File: src/source/fifo_demo_pkg.sv
`default_nettype none

package fifo_demo_pkg;

    // frame geometry
    localparam int unsigned FRAME_LEN = 12;
    // counter width for 0..FRAME_LEN
    localparam int unsigned FRAME_CW = $clog2(FRAME_LEN + 1);

    // fifo sizing, holds one frame at a time
    localparam int unsigned FIFO_DEPTH = 16;
    localparam int unsigned FIFO_AW = 4;

    // key filter, cycles a new level must hold
    localparam int unsigned DEBOUNCE_CYCLES = 16;
    localparam int unsigned DEBOUNCE_W = $clog2(DEBOUNCE_CYCLES + 1);

    // display paging
    localparam int unsigned PAGE_COUNT = 3;
    localparam int unsigned BYTES_PER_PAGE = 4;

    // one fifo entry
    typedef logic [7:0] byte_t;

    // byte 0 sits in the top bits
    typedef logic [FRAME_LEN*8-1:0] frame_t;

    // page index and page leds
    typedef logic [1:0] page_t;
    typedef logic [3:0] lec_t;

    // data leds, one page wide
    typedef logic [BYTES_PER_PAGE*8-1:0] led_t;

endpackage

`default_nettype wire

File: src/source/fifo_port_if.sv
`timescale 1ns/1ps
`default_nettype none

interface fifo_port_if
    import fifo_demo_pkg::*;
();

    // write side
    logic  wr_en;
    byte_t din;
    logic  full;

    // read side, dout valid the cycle after rd_en
    logic  rd_en;
    byte_t dout;
    logic  empty;

    modport writer (output wr_en, output din, input full);
    modport reader (output rd_en, input dout, input empty);
    modport mem (input wr_en, input din, output full, input rd_en, output dout, output empty);

endinterface

`default_nettype wire

File: src/source/key_debounce.sv
`timescale 1ns/1ps
`default_nettype none

module key_debounce
    import fifo_demo_pkg::*;
(
    input  logic sysc,
    input  logic rst,
    input  logic key_n,
    output logic press,
    output logic release_evt
);

    // two-flop synchronizer stages
    logic key_m;
    logic key_s;
    // accepted level, 1 means released
    logic level;
    // cycles the synced level has differed from the accepted one
    logic [DEBOUNCE_W-1:0] cnt;

    // idle key reads high
    always_ff @(posedge sysc or posedge rst) begin
        if (rst) begin
            key_m <= 1'b1;
            key_s <= 1'b1;
        end else begin
            key_m <= key_n;
            key_s <= key_m;
        end
    end

    always_ff @(posedge sysc or posedge rst) begin
        if (rst) begin
            level       <= 1'b1;
            cnt         <= '0;
            press       <= 1'b0;
            release_evt <= 1'b0;
        end else begin
            press       <= 1'b0;
            release_evt <= 1'b0;
            if (key_s == level) begin
                // glitch gone, start over
                cnt <= '0;
            end else if (cnt == DEBOUNCE_W'(DEBOUNCE_CYCLES - 1)) begin
                // stable long enough, take it
                cnt         <= '0;
                level       <= key_s;
                press       <= ~key_s;
                release_evt <= key_s;
            end else begin
                cnt <= cnt + 1'b1;
            end
        end
    end

endmodule

`default_nettype wire

File: src/source/sync_fifo.sv
`timescale 1ns/1ps
`default_nettype none

module sync_fifo
    import fifo_demo_pkg::*;
(
    input  logic        sysc,
    input  logic        rst,
    fifo_port_if.mem    port
);

    // storage
    byte_t mem [FIFO_DEPTH];

    logic [FIFO_AW-1:0] wr_ptr;
    logic [FIFO_AW-1:0] rd_ptr;
    // occupancy, one bit wider than the pointers
    logic [FIFO_AW:0]   count;
    logic               do_wr;
    logic               do_rd;

    // flags straight from occupancy
    assign port.full  = (count == (FIFO_AW + 1)'(FIFO_DEPTH));
    assign port.empty = (count == '0);

    // requests past the flags are dropped
    assign do_wr = port.wr_en & ~port.full;
    assign do_rd = port.rd_en & ~port.empty;

    always_ff @(posedge sysc or posedge rst) begin
        if (rst) begin
            wr_ptr <= '0;
            rd_ptr <= '0;
            count  <= '0;
        end else begin
            if (do_wr) begin
                wr_ptr <= wr_ptr + 1'b1;
            end
            if (do_rd) begin
                rd_ptr <= rd_ptr + 1'b1;
            end
            case ({do_wr, do_rd})
                2'b10:   count <= count + 1'b1;
                2'b01:   count <= count - 1'b1;
                default: count <= count;
            endcase
        end
    end

    // array write
    always_ff @(posedge sysc) begin
        if (do_wr) begin
            mem[wr_ptr] <= port.din;
        end
    end

    // registered read port, one cycle behind rd_en
    always_ff @(posedge sysc) begin
        if (do_rd) begin
            port.dout <= mem[rd_ptr];
        end
    end

endmodule

`default_nettype wire

File: src/source/frame_writer.sv
`timescale 1ns/1ps
`default_nettype none

module frame_writer
    import fifo_demo_pkg::*;
(
    input  logic        sysc,
    input  logic        rst,
    input  logic        start,
    output logic        done,
    fifo_port_if.writer port
);

    // running byte value, wraps at 256 and survives across frames
    byte_t               value;
    // bytes still to go in this frame
    logic [FRAME_CW-1:0] left;
    logic                busy;

    assign busy = (left != '0);

    // push whenever there is room
    assign port.wr_en = busy & ~port.full;
    assign port.din   = value;

    always_ff @(posedge sysc or posedge rst) begin
        if (rst) begin
            value <= '0;
            left  <= '0;
            done  <= 1'b0;
        end else begin
            done <= 1'b0;
            if (!busy) begin
                // starts while busy are ignored
                if (start) begin
                    left <= FRAME_CW'(FRAME_LEN);
                end
            end else if (port.wr_en) begin
                value <= value + 1'b1;
                left  <= left - 1'b1;
                // last byte accepted, done shows next cycle
                done  <= (left == FRAME_CW'(1));
            end
        end
    end

endmodule

`default_nettype wire

File: src/source/frame_reader.sv
`timescale 1ns/1ps
`default_nettype none

module frame_reader
    import fifo_demo_pkg::*;
(
    input  logic        sysc,
    input  logic        rst,
    input  logic        start,
    output logic        done,
    output frame_t      frame,
    fifo_port_if.reader port
);

    logic                active;
    // reads requested so far
    logic [FRAME_CW-1:0] issued;
    // bytes taken from dout so far
    logic [FRAME_CW-1:0] captured;
    // a read went out last cycle, dout holds its byte
    logic                rd_q;
    frame_t              work;
    frame_t              shifted;

    // stop requesting after a full frame
    assign port.rd_en = active & (issued != FRAME_CW'(FRAME_LEN)) & ~port.empty;

    // new byte enters at the bottom, first byte ends up on top
    assign shifted = {work[$bits(frame_t)-$bits(byte_t)-1:0], port.dout};

    always_ff @(posedge sysc or posedge rst) begin
        if (rst) begin
            active   <= 1'b0;
            issued   <= '0;
            captured <= '0;
            rd_q     <= 1'b0;
            done     <= 1'b0;
            frame    <= '0;
        end else begin
            done <= 1'b0;
            rd_q <= port.rd_en;
            if (!active) begin
                if (start) begin
                    active   <= 1'b1;
                    issued   <= '0;
                    captured <= '0;
                end
            end else begin
                if (port.rd_en) begin
                    issued <= issued + 1'b1;
                end
                if (rd_q) begin
                    captured <= captured + 1'b1;
                    // twelfth byte in, publish the whole frame
                    if (captured == FRAME_CW'(FRAME_LEN - 1)) begin
                        frame  <= shifted;
                        done   <= 1'b1;
                        active <= 1'b0;
                    end
                end
            end
        end
    end

    // working shift register
    always_ff @(posedge sysc) begin
        if (rd_q) begin
            work <= shifted;
        end
    end

endmodule

`default_nettype wire

File: src/source/read_sequencer.sv
`timescale 1ns/1ps
`default_nettype none

module read_sequencer
    import fifo_demo_pkg::*;
(
    input  logic sysc,
    input  logic rst,
    input  logic release_evt,
    input  logic write_done,
    input  logic read_done,
    output logic read_start
);

    typedef enum logic [2:0] {
        st_idle,
        st_wait,
        st_read,
        st_last,
        st_settle0,
        st_settle1
    } state_t;

    state_t           state;
    // frames written but not yet read back
    logic [FIFO_AW:0] pending;
    logic             go;

    // only a release in wait with something queued starts a read
    assign go = (state == st_wait) && release_evt && (pending != '0);

    always_ff @(posedge sysc or posedge rst) begin
        if (rst) begin
            state      <= st_idle;
            pending    <= '0;
            read_start <= 1'b0;
        end else begin
            read_start <= go;
            case ({write_done, read_start})
                2'b10:   pending <= pending + 1'b1;
                2'b01:   pending <= pending - 1'b1;
                default: pending <= pending;
            endcase
            case (state)
                st_idle: state <= st_wait;
                st_wait: begin
                    if (go) begin
                        state <= st_read;
                    end
                end
                st_read: begin
                    if (read_done) begin
                        state <= st_last;
                    end
                end
                // settle before accepting the next release
                st_last:    state <= st_settle0;
                st_settle0: state <= st_settle1;
                st_settle1: state <= st_idle;
                default:    state <= st_idle;
            endcase
        end
    end

endmodule

`default_nettype wire

File: src/source/led_pager.sv
`timescale 1ns/1ps
`default_nettype none

module led_pager
    import fifo_demo_pkg::*;
(
    input  logic   sysc,
    input  logic   rst,
    input  logic   next_page,
    input  frame_t frame,
    output lec_t   lec,
    output led_t   led
);

    page_t page;

    // step through the pages, wrap after the last
    always_ff @(posedge sysc or posedge rst) begin
        if (rst) begin
            page <= '0;
        end else if (next_page) begin
            if (page == page_t'(PAGE_COUNT - 1)) begin
                page <= '0;
            end else begin
                page <= page + 1'b1;
            end
        end
    end

    // one-hot page marker
    assign lec = lec_t'(1) << page;

    // page n shows bytes 4n..4n+3, lowest byte on led[31:24]
    always_comb begin : page_sel
        int base;
        base = $bits(frame_t) - 1 - int'(page) * BYTES_PER_PAGE * $bits(byte_t);
        led  = frame[base -: $bits(led_t)];
    end

endmodule

`default_nettype wire

File: src/source/fifo_demo_top.sv
`timescale 1ns/1ps
`default_nettype none

module fifo_demo_top
    import fifo_demo_pkg::*;
(
    input  logic       sysc,
    input  logic       rst,
    input  logic [1:0] key,
    output lec_t       lec,
    output led_t       led
);

    // key 0 events
    logic   load_press;
    logic   load_release;
    // key 1 press, page step
    logic   page_press;

    logic   write_done;
    logic   read_start;
    logic   read_done;
    frame_t frame;

    fifo_port_if fifo_port ();

    // key 0, press writes a frame and release reads it back
    key_debounce i_key0 (
        .sysc        (sysc),
        .rst         (rst),
        .key_n       (key[0]),
        .press       (load_press),
        .release_evt (load_release)
    );

    // key 1, only the press matters
    key_debounce i_key1 (
        .sysc        (sysc),
        .rst         (rst),
        .key_n       (key[1]),
        .press       (page_press),
        .release_evt ()
    );

    sync_fifo i_fifo (
        .sysc (sysc),
        .rst  (rst),
        .port (fifo_port)
    );

    frame_writer i_writer (
        .sysc  (sysc),
        .rst   (rst),
        .start (load_press),
        .done  (write_done),
        .port  (fifo_port)
    );

    frame_reader i_reader (
        .sysc  (sysc),
        .rst   (rst),
        .start (read_start),
        .done  (read_done),
        .frame (frame),
        .port  (fifo_port)
    );

    read_sequencer i_seq (
        .sysc        (sysc),
        .rst         (rst),
        .release_evt (load_release),
        .write_done  (write_done),
        .read_done   (read_done),
        .read_start  (read_start)
    );

    led_pager i_pager (
        .sysc      (sysc),
        .rst       (rst),
        .next_page (page_press),
        .frame     (frame),
        .lec       (lec),
        .led       (led)
    );

endmodule

`default_nettype wire

File: config.mk
export PLATFORM = sky130hd
export DESIGN_NAME = fifo_demo_top
export DESIGN_NICKNAME = d
export VERILOG_FILES = /design/src/source/fifo_demo_pkg.sv /design/src/source/fifo_port_if.sv /design/src/source/key_debounce.sv /design/src/source/sync_fifo.sv /design/src/source/frame_writer.sv /design/src/source/frame_reader.sv /design/src/source/read_sequencer.sv /design/src/source/led_pager.sv /design/src/source/fifo_demo_top.sv
export SDC_FILE = /design/constraint.sdc
export NUM_CORES = 1
export LEC_CHECK = 0
export BUFFER_PORTS_ARGS = -buffer_cell sky130_fd_sc_hd__buf_2
export CAP_MARGIN = 40
export CORE_MARGIN = 2
export CORE_UTILIZATION = 60
export CTS_CLUSTER_SIZE = 28
export DETAILED_ROUTE_END_ITERATION = 6
export HOLD_SLACK_MARGIN = 0.05
export PLACE_DENSITY_LB_ADDON = 0.15
export SYNTH_ARGS = -nofsm -noshare
export SYNTH_HDL_FRONTEND = slang
export SYNTH_SLANG_ARGS = --single-unit
File: constraint.sdc
create_clock -name sysc -period 7.8 [get_ports sysc]
set_input_delay 0.39 -clock sysc [delete_from_list [all_inputs] [get_ports sysc]]
set_output_delay 0.39 -clock sysc [all_outputs]
set_load 0.005 [all_outputs]
==> reports/results.txt <==
initial core utilization: 61.03%
cell area power density: 231.4 nW/µm²
met1 GRT Util: 28.93%
first drt pass iteration count: 4
top_reg_cell synth: edfxtp_1
setup TNS: 0 ns
GRT overflow: 0
via count: 7974
CP Class: flip-flop to output pin
Post-Synth XOR/XNOR Area: 1.543%
# diodes: 0
Hold WS: 0.3571 ns
mean post-synth cell area: 15.56 µm²
Post-synth EDFFs: 224
clock share of power: 45.6%
Routed Antenna Nets: 0
multi-input logic area: 4239 µm²
Compound-Gate Fraction of Synth Area: 4.417%
Yosys cell types: 48
Final nets: 1075
main combinational cell family by area after synthesis: multiplexers
adder-cell area share of the yosys netlist: 2.139%
clk root buf: clkbuf_16
largest net degree at the start of global routing: 64
Max Cap Viol: 0
CTS tree: built
#FFs+latches synth: 387
Final Hold Vio Count: 0
first-pass GRT wire length: 42.38 mm
Final period util: 46.66%
Net Count, Synth: 1014
Synth Instances: 985
clk slew on worst S/H paths: 0.06 ns
Sequential Power Share: 53.7%
Post-CTS Resized: 0
critical path fanouts, max: 37
Psw: 0.7516 mW
clk_skew: 0.01472 ns
Async SR Flop Fraction: 42.12%
share of cells above drive strength 1: 24.12%
Peak VDD IR: 201.6 µV
final wirelength: 26.43 mm
GR peak layer: met2
P_leak: 6.870 nW
Synth Area in Simple Gates: 5.373%
Routability Congestion: 0.7365
initial drt markers: 554
postcts setup bufs: 0
WP data required: 7.41 ns
cell internal pwr: 3.265 mW
Combinational Power Share: 0.7%
# IOs: 40
outcome: complete, no violations
final setup vio count: 0
vias in the first global route: 7997
Hold WC Path Type: flip-flop to flip-flop
CTS Sinks: 387
Sequential cell area: 10820 µm²
CTS Buf Count: 39
GRT Overall Usage: 20.45%
Startpoint Class: flip-flop
Achievable Freq: 274.8 MHz
HPWL after DPL: 16.57 mm
H-tree Lvls: 2
Worst EP arrival: 3.25 ns
unrepaired setup endpoints after global routing: no
sequential area share after synthesis: 70.56%
met3 Usage GRT: 3.485%
die height: 163.8 µm
WL per Instance: 18.83 µm
Cell Area, Synth: 15320 µm²
Die ar.: 26830 µm²
initial antenna violation count: 0
Core ar.: 25110 µm²
final core utilization: 69.13%
PortBufs: 39
CTS max path bufs: 3
critical path endpoint category: output pin
GRT met2 Usage: 33.17%
fill cell count: 1684
Vias per Instance: 5.679
area delta synth->final: 13.27%
Remaining DRCs: 0
Slew Limit Fails: 0
slew margin rel.: 44.44%
Skew-Pair Late Insertion Delay: 0.52 ns
Sw Ratio: 18.71%
Final Critical Period: 3.640 ns
FP Rows: 58
mux contribution to synthesized area: 14.13%
synth warn: 0
worst-margin pin slew: 0.8304 ns
die width: 163.8 µm
hold_buf cts: 3
==> final cells by class <==
type,instances,area share (%)
multi-input cells,533,24.42
well taps,330,2.379
clock buffers,54,6.236
repair buffers,64,3.057
flip-flops and latches,387,62.33
inverters,21,0.4974
clock inverters,15,1.081
==> stage by stage <==
stage / std cells / setup WS (ns) / instance area [µm²] / power (mW)
2_1_floorplan: 985 / 3.015 / 15320 / 2.213
3_3_place_gp: 1323 / 4.342 / 15850 / 2.221
3_5_place_dp: 1331 / 4.526 / 16050 / 2.225
4_1_cts: 1403 / 4.123 / 17350 / 4.057
5_1_grt: 1404 / 3.961 / 17360 / 4.148
6_report: 1404 / 4.160 / 17360 / 4.017
==> critical path, stage by stage, from the launching register on <==
cell	delay, ns
dfrtp_1	0.33
buf_4	0.37
inv_1	0.14
ha_2	0.34
buf_4	0.49
and2_1	0.44
buf_8	0.25
a21oi_1	0.10
nor2_1	0.11
buf_2	0.13
==> per-layer routing <==
layer | up-vias | share of wire, %
li1 | 3743 | -
met3 | 44 | 4.2
met5 | - | 0
met4 | 0 | 2.1
met1 | 4035 | 46
met2 | 152 | 48
==> cell usage after synthesis, types with 6 or more instances <==
| library cell | n | share of area, % |
|---|---|---|
| mux2_2 | 107 | 7.9 |
| a221oi_1 | 8 | 0.46 |
| a22oi_1 | 8 | 0.39 |
| buf_2 | 18 | 0.59 |
| mux2i_1 | 60 | 3.9 |
| nand3_1 | 13 | 0.42 |
| nor3_1 | 8 | 0.26 |
| dfstp_2 | 6 | 1.0 |
| o21ai_0 | 35 | 1.1 |
| clkbuf_1 | 20 | 0.49 |
| xnor2_1 | 15 | 0.86 |
| edfxtp_1 | 224 | 44 |
| mux4_2 | 16 | 2.4 |
| nand2_1 | 36 | 0.88 |
| xor2_1 | 12 | 0.69 |
| inv_1 | 20 | 0.49 |
| dfrtp_1 | 157 | 26 |
| a21oi_1 | 51 | 1.7 |
| nor2_1 | 91 | 2.2 |
| ha_1 | 23 | 1.9 |
==> flip-flops by register name (all words and copies together), names as in the netlist, 2 cells and up <==
name	flops
i_key0.cnt	5
i_fifo.wr_ptr	4
i_seq.pending	5
i_reader.frame	96
i_pager.page	2
i_key1.cnt	5
i_fifo.port.dout	8
i_reader.issued	4
i_writer.left	4
i_fifo.rd_ptr	4
i_fifo.count	5
i_writer.port.din	8
i_seq.state	3
i_fifo.mem	128
i_reader.work	88
i_reader.captured	4
==> placed cells by master, fill, tap and decap left out, types with 10 or more instances in the layout <==
master     instances
dfrtp_1          155
buf_2             39
buf_4             14
nand3_1           13
mux2i_1           60
clkbuf_1          10
inv_1             19
nor2_1            91
ha_1              22
xor2_1            12
mux4_2            16
xnor2_1           15
a21oi_1           51
mux2_2           107
edfxtp_1         224
clkbuf_16         39
o21ai_0           35
nand2_1           36
==> cell families after synthesis <==
logic type	Yosys count
buf+inv	65
flops	387
fa+ha+maj	25
mux	183
compound gates	116
simple gates	182
xor+xnor	27
==> worst paths after layout <==
path,endpoint,start,slack (ns),depth (start not counted)
worst min register to register,i_key0.key_s,i_key0.key_m,0.36,0
min in group asynchronous,i_reader.frame[86],rst,0.41,3
worst min-delay path,i_key0.key_s,i_key0.key_m,0.36,0
max in group asynchronous,i_key1.key_s,rst,6.44,5
worst max register to register,i_fifo.count[4],i_fifo.count[0],4.55,10
worst max-delay path,led[28],i_pager.page[0],4.16,9
==> power groups by stage <==
stage	logic (mW)	clock network, mW	registers [mW]
final	0.0276	1.83	2.16
after global routing	0.0328	1.96	2.16
after CTS	0.0294	1.87	2.16
after detailed placement	0.0282	0	2.20
after global placement	0.0244	0	2.20
after floorplan	0.0165	0	2.20
Note: power is estimated with default switching activity, not from simulation.
